**config.mk**
```make
export PLATFORM = sky130hd
export DESIGN_NAME = fetch_unit_top
export DESIGN_NICKNAME = d
export VERILOG_FILES = /design/src/fetch_pkg.sv /design/src/fetch_ctrl_if.sv /design/src/fetch_unit_top.sv /design/src/fetch_address_gen.sv /design/src/fetch_aligner.sv /design/src/instr_decompressor.sv
export SDC_FILE = /design/constraint.sdc
export NUM_CORES = 1
export LEC_CHECK = 0
export BUFFER_PORTS_ARGS = -buffer_cell sky130_fd_sc_hd__buf_2
export CAP_MARGIN = 20
export CORE_ASPECT_RATIO = 1.75
export CORE_MARGIN = 5
export CORE_UTILIZATION = 45
export CTS_CLUSTER_SIZE = 30
export DETAILED_ROUTE_END_ITERATION = 6
export MAX_ROUTING_LAYER = met4
export PLACE_DENSITY = 0.67
export SYNTH_ARGS = -nofsm -noshare
export SYNTH_HDL_FRONTEND = slang
export SYNTH_SLANG_ARGS = --single-unit
```
**constraint.sdc**
```tcl
create_clock -name clk_i -period 5.48 [get_ports clk_i]
set_input_delay 0.548 -clock clk_i [delete_from_list [all_inputs] [get_ports clk_i]]
set_output_delay 0.548 -clock clk_i [all_outputs]
set_load 0.05 [all_outputs]
```
**src/fetch_pkg.sv**
```systemverilog
package fetch_pkg;

    //////////////////////////////
    // Address and data widths
    //////////////////////////////

    // Full byte address
    typedef logic [31:0] addr_t;

    // Word address, byte address bits 31:2
    typedef logic [29:0] word_addr_t;

    // One 16-bit instruction parcel
    typedef logic [15:0] parcel_t;

    // Instruction bits 31:2
    // Low two bits of a 32-bit instruction are always 2'b11
    typedef logic [29:0] instr_t;

    //////////////////////////////
    // Constants
    //////////////////////////////

    // ADDI x0, x0, 0 without its low opcode bits
    localparam instr_t INSTR_BUBBLE = 30'h0000_0004;

    //////////////////////////////
    // Aligner state
    //////////////////////////////

    // Where the next instruction starts, relative to the fetch counter
    typedef enum logic [1:0] {
        LOWER,
        UPPER,
        STRADDLE
    } align_state_t;

endpackage
```
**src/fetch_ctrl_if.sv**
```systemverilog
interface fetch_ctrl_if;

    // Word latched from memory, valid while busywait is low
    logic [31:0] cache_data;
    logic        busywait;

    // Selects from the aligner, used by the generator on a step
    logic        counter_sel;
    logic        address_sel;
    logic        half_sel;

    modport gen (
        output cache_data,
        output busywait,
        input  counter_sel,
        input  address_sel,
        input  half_sel
    );

    modport align (
        input  cache_data,
        input  busywait,
        output counter_sel,
        output address_sel,
        output half_sel
    );

endinterface

```
**src/fetch_unit_top.sv**
```systemverilog
module fetch_unit_top (
    input  logic                  clk_i,
    input  logic                  rst_i,
    input  logic                  stall_i,
    input  logic                  branch_i,
    input  fetch_pkg::addr_t      branch_target_i,
    output logic                  mem_req_o,
    output fetch_pkg::word_addr_t mem_addr_o,
    input  logic                  mem_ack_i,
    input  logic [31:0]           mem_data_i,
    output fetch_pkg::instr_t     instr_o,
    output logic                  instr_valid_o,
    output fetch_pkg::addr_t      pc_o
);

    import fetch_pkg::*;

    // First fetch at byte address 0
    localparam word_addr_t RESET_VECTOR = 30'h0000_0000;

    fetch_ctrl_if ctrl_if ();

    fetch_address_gen #(
        .RESET_VECTOR (RESET_VECTOR)
    ) u_addr_gen (
        .clk_i           (clk_i),
        .rst_i           (rst_i),
        .stall_i         (stall_i),
        .branch_i        (branch_i),
        .branch_target_i (branch_target_i),
        .ctrl            (ctrl_if.gen),
        .mem_req_o       (mem_req_o),
        .mem_addr_o      (mem_addr_o),
        .mem_ack_i       (mem_ack_i),
        .mem_data_i      (mem_data_i),
        .pc_o            (pc_o)
    );

    // Target bit 1 selects the starting halfword after a branch
    fetch_aligner u_aligner (
        .clk_i         (clk_i),
        .rst_i         (rst_i),
        .stall_i       (stall_i),
        .branch_i      (branch_i),
        .branch_half_i (branch_target_i[1]),
        .ctrl          (ctrl_if.align),
        .instr_o       (instr_o),
        .instr_valid_o (instr_valid_o)
    );

endmodule

```
**src/fetch_address_gen.sv**
```systemverilog
module fetch_address_gen #(
    parameter fetch_pkg::word_addr_t RESET_VECTOR = '0
) (
    input  logic                  clk_i,
    input  logic                  rst_i,
    input  logic                  stall_i,
    input  logic                  branch_i,
    input  fetch_pkg::addr_t      branch_target_i,
    fetch_ctrl_if.gen             ctrl,
    output logic                  mem_req_o,
    output fetch_pkg::word_addr_t mem_addr_o,
    input  logic                  mem_ack_i,
    input  logic [31:0]           mem_data_i,
    output fetch_pkg::addr_t      pc_o
);

    import fetch_pkg::*;

    typedef enum logic [1:0] {
        IDLE,
        WAIT_ACK,
        WAIT_RELEASE
    } seq_state_t;

    seq_state_t  seq_q;
    logic        read_pending;
    logic        step;
    word_addr_t  counter_q;
    word_addr_t  counter_d;
    logic [31:0] word_q;

    // Busy while a read is queued or the handshake is still open
    assign ctrl.busywait   = read_pending || (seq_q != IDLE);
    assign ctrl.cache_data = word_q;

    assign step = !ctrl.busywait && !stall_i;

    always_comb begin
        if (branch_i) begin
            counter_d = branch_target_i[31:2];
        end else if (ctrl.counter_sel) begin
            counter_d = counter_q + word_addr_t'(1);
        end else begin
            counter_d = counter_q;
        end
    end

    //////////////////////////////
    // Counter and req/ack sequencer
    //////////////////////////////

    always_ff @(posedge clk_i) begin
        if (!rst_i) begin
            seq_q        <= IDLE;
            read_pending <= 1'b1;
            mem_req_o    <= 1'b0;
            mem_addr_o   <= RESET_VECTOR;
            counter_q    <= RESET_VECTOR;
            pc_o         <= {RESET_VECTOR, 2'b00};
        end else begin
            if (step) begin
                counter_q    <= counter_d;
                mem_addr_o   <= counter_d + word_addr_t'(ctrl.address_sel);
                read_pending <= 1'b1;
                pc_o         <= {counter_q, ctrl.half_sel, 1'b0};
            end
            case (seq_q)
                IDLE: begin
                    if (read_pending && !mem_ack_i) begin
                        mem_req_o    <= 1'b1;
                        read_pending <= 1'b0;
                        seq_q        <= WAIT_ACK;
                    end
                end
                WAIT_ACK: begin
                    if (mem_ack_i) begin
                        mem_req_o <= 1'b0;
                        seq_q     <= WAIT_RELEASE;
                    end
                end
                WAIT_RELEASE: begin
                    if (!mem_ack_i) begin
                        seq_q <= IDLE;
                    end
                end
                default: begin
                    seq_q <= IDLE;
                end
            endcase
        end
    end

    always_ff @(posedge clk_i) begin
        if (seq_q == WAIT_ACK && mem_ack_i) begin
            word_q <= mem_data_i;
        end
    end

    req_waits_for_release: assert property (
        @(posedge clk_i) disable iff (!rst_i)
        $rose(mem_req_o) |-> !mem_ack_i
    );

    addr_stable_during_req: assert property (
        @(posedge clk_i) disable iff (!rst_i)
        mem_req_o |=> !mem_req_o || $stable(mem_addr_o)
    );

endmodule

```
**src/fetch_aligner.sv**
```systemverilog
module fetch_aligner (
    input  logic              clk_i,
    input  logic              rst_i,
    input  logic              stall_i,
    input  logic              branch_i,
    input  logic              branch_half_i,
    fetch_ctrl_if.align       ctrl,
    output fetch_pkg::instr_t instr_o,
    output logic              instr_valid_o
);

    import fetch_pkg::*;

    align_state_t state_q;
    align_state_t state_d;
    logic         step;
    logic         long_lo;
    logic         long_hi;
    logic [15:2]  saved_hi;
    instr_t       joined;
    parcel_t      decomp_in;
    instr_t       decomp_out;
    instr_t       instr_d;
    logic         valid_d;

    assign step = !ctrl.busywait && !stall_i;

    // Low bits 2'b11 mark a 32-bit instruction
    assign long_lo = &ctrl.cache_data[1:0];
    assign long_hi = &ctrl.cache_data[17:16];

    // Upper half of the previous word joined with the lower half of this one
    assign joined = {ctrl.cache_data[15:0], saved_hi};

    assign decomp_in = (state_q == UPPER) ? ctrl.cache_data[31:16] : ctrl.cache_data[15:0];

    instr_decompressor u_decompressor (
        .parcel_i (decomp_in),
        .instr_o  (decomp_out)
    );

    //////////////////////////////
    // Next state and selects
    //////////////////////////////

    always_comb begin
        state_d          = state_q;
        instr_d          = INSTR_BUBBLE;
        valid_d          = 1'b0;
        ctrl.counter_sel = 1'b0;
        if (branch_i) begin
            state_d = branch_half_i ? UPPER : LOWER;
        end else begin
            case (state_q)
                LOWER: begin
                    valid_d = 1'b1;
                    if (long_lo) begin
                        instr_d          = ctrl.cache_data[31:2];
                        ctrl.counter_sel = 1'b1;
                    end else begin
                        instr_d = decomp_out;
                        state_d = long_hi ? STRADDLE : UPPER;
                    end
                end
                UPPER: begin
                    if (long_hi) begin
                        // Only after a branch, wait for the second half
                        state_d = STRADDLE;
                    end else begin
                        instr_d          = decomp_out;
                        valid_d          = 1'b1;
                        ctrl.counter_sel = 1'b1;
                        state_d          = LOWER;
                    end
                end
                STRADDLE: begin
                    instr_d          = joined;
                    valid_d          = 1'b1;
                    ctrl.counter_sel = 1'b1;
                    state_d          = long_hi ? STRADDLE : UPPER;
                end
                default: begin
                    state_d = LOWER;
                end
            endcase
        end
    end

    // A straddle needs the word after the counter
    assign ctrl.address_sel = (state_d == STRADDLE);
    assign ctrl.half_sel    = (state_q != LOWER);

    //////////////////////////////
    // Registers
    //////////////////////////////

    always_ff @(posedge clk_i) begin
        if (!rst_i) begin
            state_q       <= LOWER;
            instr_o       <= INSTR_BUBBLE;
            instr_valid_o <= 1'b0;
        end else if (step) begin
            state_q       <= state_d;
            instr_o       <= instr_d;
            instr_valid_o <= valid_d;
        end else begin
            instr_valid_o <= 1'b0;
        end
    end

    always_ff @(posedge clk_i) begin
        if (step) begin
            saved_hi <= ctrl.cache_data[31:18];
        end
    end

    // Compressed upper parcel after a straddle is read again from the same word
    straddle_compressed_no_skip: assert property (
        @(posedge clk_i) disable iff (!rst_i)
        step && state_q == STRADDLE && !long_hi |-> !(ctrl.counter_sel && ctrl.address_sel)
    );

endmodule

```
**src/instr_decompressor.sv**
```systemverilog
module instr_decompressor (
    input  fetch_pkg::parcel_t parcel_i,
    output fetch_pkg::instr_t  instr_o
);

    // Opcode bits 6:2 of the RV32I targets
    localparam logic [4:0] OPC_OP_IMM = 5'b00100;
    localparam logic [4:0] OPC_LUI    = 5'b01101;
    localparam logic [4:0] OPC_OP     = 5'b01100;

    logic [1:0]  quadrant;
    logic [2:0]  funct3;
    logic [4:0]  rd;
    logic [4:0]  rs2;
    logic        imm_sign;
    logic [11:0] imm_ci;
    logic [19:0] imm_lui;

    //////////////////////////////
    // Parcel fields
    //////////////////////////////

    assign quadrant = parcel_i[1:0];
    assign funct3   = parcel_i[15:13];
    assign rd       = parcel_i[11:7];
    assign rs2      = parcel_i[6:2];
    assign imm_sign = parcel_i[12];

    // CI immediate, six bits with the sign in parcel bit 12
    assign imm_ci  = {{6{imm_sign}}, imm_sign, parcel_i[6:2]};
    assign imm_lui = {{14{imm_sign}}, imm_sign, parcel_i[6:2]};

    //////////////////////////////
    // Expansion
    //////////////////////////////

    always_comb begin
        // Anything outside the subset becomes the illegal pattern
        instr_o = '0;
        case (quadrant)
            2'b01: begin
                case (funct3)
                    // C.ADDI, C.NOP is the rd = 0, imm = 0 case
                    3'b000: begin
                        instr_o = {imm_ci, rd, 3'b000, rd, OPC_OP_IMM};
                    end
                    // C.LI
                    3'b010: begin
                        instr_o = {imm_ci, 5'd0, 3'b000, rd, OPC_OP_IMM};
                    end
                    // C.LUI, rd = 2 is C.ADDI16SP and zero imm is reserved
                    3'b011: begin
                        if (rd != 5'd2 && imm_ci != 12'd0) begin
                            instr_o = {imm_lui, rd, OPC_LUI};
                        end
                    end
                    default: begin
                        instr_o = '0;
                    end
                endcase
            end
            2'b10: begin
                // rs2 = 0 would be C.JR, C.JALR or C.EBREAK
                if (funct3 == 3'b100 && rs2 != 5'd0) begin
                    if (parcel_i[12]) begin
                        // C.ADD
                        instr_o = {7'd0, rs2, rd, 3'b000, rd, OPC_OP};
                    end else begin
                        // C.MV
                        instr_o = {7'd0, rs2, 5'd0, 3'b000, rd, OPC_OP};
                    end
                end
            end
            default: begin
                instr_o = '0;
            end
        endcase
    end

endmodule

```
==> impl_metrics.env, run 1 <==
export IMPL_layout_common_cells="198 x nand2_1, 160 x buf_2, 128 x dfxtp_1, 81 x a21oi_1, 66 x o21ai_0"
export IMPL_clkSinkCount=174
export IMPL_die_x_um=116
export IMPL_top_layer="met4"
export IMPL_numCtsBuffers=17
export IMPL_synth_edff_count=46
export IMPL_yosysWarnings=0
export IMPL_nets=1231
export IMPL_worst_ep_arrival_time_ns=4.40
export IMPL_reg2reg_to="u_addr_gen.mem_addr_o[25]$_SDFFE_PN0P_"
export IMPL_skew_ns=0.00714
export IMPL_die_h_um=196
export IMPL_h_tree_depth=4
export IMPL_io_pins=163
export IMPL_ys_async_sr_fraction_pct=0
export IMPL_end_kind="register"
export IMPL_design_core_area_sq_mm=0.0197
export IMPL_start_util_pct=45.4
export IMPL_rr_worst_depth=8
export IMPL_dr_pass1_iters=7
export IMPL_worstSetupStartpointType="register"
export IMPL_maxClockFrequency_mhz=245
export IMPL_cts_root_buffer="clkbuf_16"
export IMPL_antenna_left=0
export IMPL_wl_met2_um=14800
export IMPL_tns_ns=0
export IMPL_final_common_cell="nand2_1"
export IMPL_fillers=1879
export IMPL_outcome="finished with violations"
export IMPL_yosysTopAreaCellShare_pct=28.7
export IMPL_r2r_setup_slack_ns=1.40
export IMPL_final_core_util_pct=52.9
export IMPL_grt_pass1_vias=8178
export IMPL_drcViolationCount=14
export IMPL_tightest_slew_ns=0.999
export IMPL_grt_max_degree=85
export IMPL_failed_checks="DRC"
export IMPL_post_cts_buffers=0
export IMPL_worstSetupPathType="register to register"
export IMPL_period_minus_slack_ns=4.08
export IMPL_max_cap_violations=0
export IMPL_wl_met3_um=1330
export IMPL_powerDensity_mw_per_mm2=283
export IMPL_hold_viol=0
export IMPL_cts_hold_fix_buffers=0
export IMPL_grt_antenna_before_repair=1
export IMPL_drive_above_1_share_pct=20.9
export IMPL_p_leak_nw=3.90
export IMPL_min_from="mem_data_i[28]"
export IMPL_synthFlopType="dfxtp_1"
export IMPL_avgSynthCellArea_sq_um=8.58
export IMPL_rsz0062_at_grt="false"
export IMPL_instances_no_fill=1416
export IMPL_syn_inst=1040
export IMPL_viasPerCell=5.86
export IMPL_syn_to_final_growth_pct=16.5
export IMPL_multi_input_area_sq_mm=0.00458
export IMPL_hp_class="input port to register"
export IMPL_wl_per_cell_um=19.6
export IMPL_ys_top_cells_by_area="dfxtp_1 29%, edfxtp_1 15%, nand2_1 8.3%, a21oi_1 4.5%, o21ai_0 3.7%"
export IMPL_yosys_register_bits=174
export IMPL_grt_usage_pct=25.1
export IMPL_timing_final_crit_share_pct=74.4
export IMPL_clockBufferDepth=2
export IMPL_drtIter0Drc=696
export IMPL_m1WireLength_um=10000
export IMPL_globalplace_congestion=0.989
export IMPL_rows=68
export IMPL_grt_pass1_wl_um=43300
export IMPL_insertion_delay_ns=0.44
export IMPL_cts_clk_slew_worst_paths_ns=0.07
export IMPL_dp_cells=1383
export IMPL_vias=8304
export IMPL_timing_hold_ws_ns=0.279
export IMPL_r2r_start="u_aligner.state_q[0]$_SDFFE_PN0P_"
export IMPL_synth_area_sq_mm=0.00892
export IMPL_overflow=0
export IMPL_yosysSeqAreaShare_pct=44.2
export IMPL_yosysTopAreaCell="dfxtp_1"
export IMPL_worst_ep_required_time_ns=5.81
export IMPL_synth_nets=1114
export IMPL_ctsResizeCount=0
export IMPL_ys_types=83
export IMPL_worstHoldEndpoint="u_addr_gen.ctrl.cache_data[28]$_DFFE_PP_"
export IMPL_portBuffers=160
export IMPL_dp_hpwl_um=20400
export IMPL_min_path_cells=1
export IMPL_worstPathMaxFanout=34
export IMPL_relSlewSlack_pct=33.4
export IMPL_peakVddDrop_uv=223
export IMPL_setup_viol=0
export IMPL_wirelength_um=27800
export IMPL_cts_tree="built"
export IMPL_slew_violations=0
export IMPL_die_area_sq_mm=0.0229
export IMPL_seq_area_sq_mm=0.00394
synth_stat cells, drive strengths merged (19+ instances only):
master / number
a222oi: 19
buf: 24
clkbuf: 52
o21ai: 66
nand4: 22
inv: 22
edfxtp: 46
a21oi: 81
nand3: 30
nor4: 19
nand2: 198
nor2: 57
dfxtp: 128
worst max-delay path by stage:
| stage | start | endpoint | slack (ns) |
|---|---|---|---|
| final | u_aligner.state_q[0]$_SDFFE_PN0P_ | u_addr_gen.mem_addr_o[25]$_SDFFE_PN0P_ | 1.40 |
| after global routing | u_aligner.state_q[0]$_SDFFE_PN0P_ | u_addr_gen.mem_addr_o[25]$_SDFFE_PN0P_ | 1.16 |
| after CTS | u_aligner.state_q[0]$_SDFFE_PN0P_ | u_addr_gen.mem_addr_o[25]$_SDFFE_PN0P_ | 1.38 |
| after detailed placement | branch_i | u_addr_gen.mem_addr_o[25]$_SDFFE_PN0P_ | 1.11 |
| after global placement | branch_i | u_addr_gen.mem_addr_o[29]$_SDFFE_PN0P_ | 1.21 |
| after floorplan | branch_i | u_addr_gen.mem_addr_o[29]$_SDFFE_PN0P_ | 1.31 |
through the flow:
| step | instance area (sq um) | setup WS, ns | power, mW |
|---|---|---|---|
| finish | 10400 | 1.40 | 2.95 |
| global route | 10400 | 1.16 | 3.06 |
| CTS | 10400 | 1.38 | 2.98 |
| detailed placement | 9820 | 1.11 | 1.78 |
| global placement | 9820 | 1.21 | 1.78 |
| floorplan | 8920 | 1.31 | 1.67 |
where the power goes:
part	internal, mW	leakage [nW]	switching [mW]
combinational	0.109	2.17	0.251
clock	0.668	0.274	0.526
sequential	1.36	1.46	0.0347
total	2.13	3.90	0.812
per-layer routing:
layer / GRT usage (%) / vias to the layer above
li1: - / 4055
met1: 26.1 / 3893
met2: 44.0 / 279
met3: 4.04 / 77
met4: 14.3 / 0
met5: - / -
kinds of logic (layout without fill, tap and decap cells):
group	after synthesis	count (layout)	synth area share [%]
multiplexers	19	19	2.19
XOR/XNOR	19	19	1.86
adder cells (fa/ha/maj)	5	5	0.701
buffers and inverters	98	228	4.63
AND/OR/NAND/NOR	441	441	24.6
other	1	2	0.0420
flip-flops	174	174	44.2
AO/OA/AOI/OAI	283	283	21.8
critical path, stage by stage (launching register included):
cell and delay, ns:
dfxtp_1 0.67, nor2b_2 0.31, a32oi_4 0.38, or4_1 0.62, o311a_1 0.13, o31ai_2 0.75
nand4_2 0.37, nor4b_2 0.37, mux2_1 0.35
state kept, by name, summed over array words and instances (netlist names), 2 cells and up:
signal                      cells
u_addr_gen.mem_addr_o          30
u_addr_gen.counter_q           30
u_aligner.saved_hi             14
u_addr_gen.seq_q                2
u_aligner.state_q               2
u_addr_gen.ctrl.cache_data     32
u_aligner.instr_o              30
u_addr_gen.pc_o                31
layout make-up:
cell class	instances	area share [%]
clock buffer	17	4.09
inverter	22	0.806
timing repair buffer	174	8.71
antenna	1	0.0241
multi-input combinational	768	44.1
clock inverter	15	1.40
sequential	174	37.9
tap	245	2.95
Note: power is estimated with default switching activity, not from simulation.
==> run 2: changes to the inputs <==
- clock period: 5.48 -> 4.1 ns (I/O delays scaled with it)
==> impl_metrics.env, run 2 (synthesis gave the netlist of run 1 again) <==
export IMPL_crit_chain="nor2b_2, a32oi_4, buf_4, or4_1, o311a_1, o31ai_2, nand4_2, or4_1, and3_1"
export IMPL_nets=1254
export IMPL_worstSetupStartpointType="register"
export IMPL_globalplace_congestion=0.969
export IMPL_tns_ns=0
export IMPL_dr_pass1_iters=6
export IMPL_setup_viol=0
export IMPL_final_common_cell="nand2_1"
export IMPL_clockBufferDepth=2
export IMPL_dp_hpwl_um=21600
export IMPL_worst_ep_required_time_ns=4.44
export IMPL_grt_max_degree=78
export IMPL_syn_to_final_growth_pct=18.8
export IMPL_end_kind="register"
export IMPL_hold_viol=0
export IMPL_peakVddDrop_uv=334
export IMPL_die_area_sq_mm=0.0229
export IMPL_outcome="complete, no violations"
export IMPL_hp_class="input port to register"
export IMPL_numCtsBuffers=17
export IMPL_stdcell_area_sq_mm=0.0106
export IMPL_design_core_area_sq_mm=0.0197
export IMPL_cts_tree="built"
export IMPL_die_h_um=196
export IMPL_tightest_slew_ns=0.972
export IMPL_post_cts_buffers=0
export IMPL_critPathMostFrequentCell="or4_1"
export IMPL_powerDensity_mw_per_mm2=380
export IMPL_final_core_util_pct=53.9
export IMPL_cts_hold_fix_buffers=0
export IMPL_drcViolationCount=0
export IMPL_overflow=0
export IMPL_skew_ns=0.00900
export IMPL_num_antenna_cells=0
export IMPL_min_path_cells=1
export IMPL_worst_ep_arrival_time_ns=4.11
export IMPL_grt_antenna_before_repair=0
export IMPL_antenna_left=0
export IMPL_io_pins=163
export IMPL_seq_area_sq_mm=0.00394
export IMPL_fillers=1945
export IMPL_die_x_um=116
export IMPL_portBuffers=160
export IMPL_period_minus_slack_ns=3.77
export IMPL_timing_final_crit_share_pct=92.0
export IMPL_viasPerCell=5.92
export IMPL_slowest_stage="dfxtp_1"
export IMPL_grt_pass1_wl_um=44500
export IMPL_maxClockFrequency_mhz=265
export IMPL_wirelength_um=29000
export IMPL_grt_pass1_vias=8200
export IMPL_h_tree_depth=4
export IMPL_crit_buf_inv=1
export IMPL_grt_usage_pct=26.1
export IMPL_worstSetupPathType="register to register"
export IMPL_clkSinkCount=174
export IMPL_drive_above_1_share_pct=22.5
export IMPL_rr_worst_depth=9
export IMPL_rows=68
export IMPL_slew_violations=0
export IMPL_dpl_cell_area_sq_mm=0.0100
export IMPL_insertion_delay_ns=0.45
export IMPL_multi_input_area_sq_mm=0.00458
export IMPL_crit_cells=9
export IMPL_vias=8509
export IMPL_cts_clk_slew_worst_paths_ns=0.07
export IMPL_max_cap_violations=0
export IMPL_wl_per_cell_um=20.2
export IMPL_largest_reg_flops=32
export IMPL_relSlewSlack_pct=34.9
export IMPL_p_leak_nw=4.02
export IMPL_start_util_pct=45.4
export IMPL_cpPeakStageDelay_ns=0.66
export IMPL_worstPathMaxFanout=23
export IMPL_layout_common_cells="198 x nand2_1, 160 x buf_2, 128 x dfxtp_1, 81 x a21oi_1, 66 x o21ai_0"
export IMPL_drtIter0Drc=649
export IMPL_path_delay_family="simple AND/OR/NAND/NOR gates"
export IMPL_rsz0062_at_grt="false"
export IMPL_timing_hold_ws_ns=0.132
export IMPL_ctsResizeCount=0
export IMPL_cts_root_buffer="clkbuf_16"
==> run 2: cell count changes in the layout (fill, tap and decap cells not counted), sizes merged <==
cell    change
buf        +23
clkinv      -4
clkbuf      +3
diode       -1
inv         +1
==> run 2: metal layers <==
| metal | wire length, um | share of wire [%] | track usage [%] | vias up |
|---|---|---|---|---|
| met1 | 10300 | 36 | 26.4 | 4064 |
| met3 | 1180 | 4.1 | 4.44 | 72 |
| met2 | 15900 | 55 | 46.3 | 278 |
| li1 | - | - | - | 4095 |
| met4 | 1630 | 5.6 | 14.5 | 0 |
| met5 | 0 | 0 | - | - |
==> run 2: worst paths after layout <==
path	endpoint	start	slack, ns
worst min register to register	u_aligner.instr_o[19]$_SDFFE_PN0P_	u_aligner.instr_o[19]$_SDFFE_PN0P_	0.45
worst max-delay path	u_addr_gen.mem_addr_o[29]$_SDFFE_PN0P_	u_aligner.state_q[0]$_SDFFE_PN0P_	0.33
worst max register to register	u_addr_gen.mem_addr_o[29]$_SDFFE_PN0P_	u_aligner.state_q[0]$_SDFFE_PN0P_	0.33
worst min-delay path	u_addr_gen.ctrl.cache_data[13]$_DFFE_PP_	mem_data_i[13]	0.13
==> run 2: stage by stage <==
stage	power (mW)	std cells	setup slack, ns
after global routing	4.18	1438	0.107
after floorplan	2.23	1040	0.0719
after global placement	2.39	1406	0.413
after detailed placement	2.40	1406	0.359
after CTS	4.06	1438	0.342
final	4.02	1438	0.330
==> run 2: where the power goes <==
| group | switching, mW | internal (mW) | total (mW) |
|---|---|---|---|
| registers | 0.0475 | 1.81 | 1.86 |
| logic | 0.343 | 0.157 | 0.499 |
| clock network | 0.711 | 0.953 | 1.66 |
| total | 1.10 | 2.92 | 4.02 |
==> run 2: layout make-up <==
class | count | share of cell area (%)
clock inverters | 12 | 1.26
multi-input cells | 768 | 43.2
well taps | 245 | 2.89
repair buffers | 197 | 10.2
inverters | 22 | 0.791
flip-flops and latches | 174 | 37.2
clock buffers | 20 | 4.42
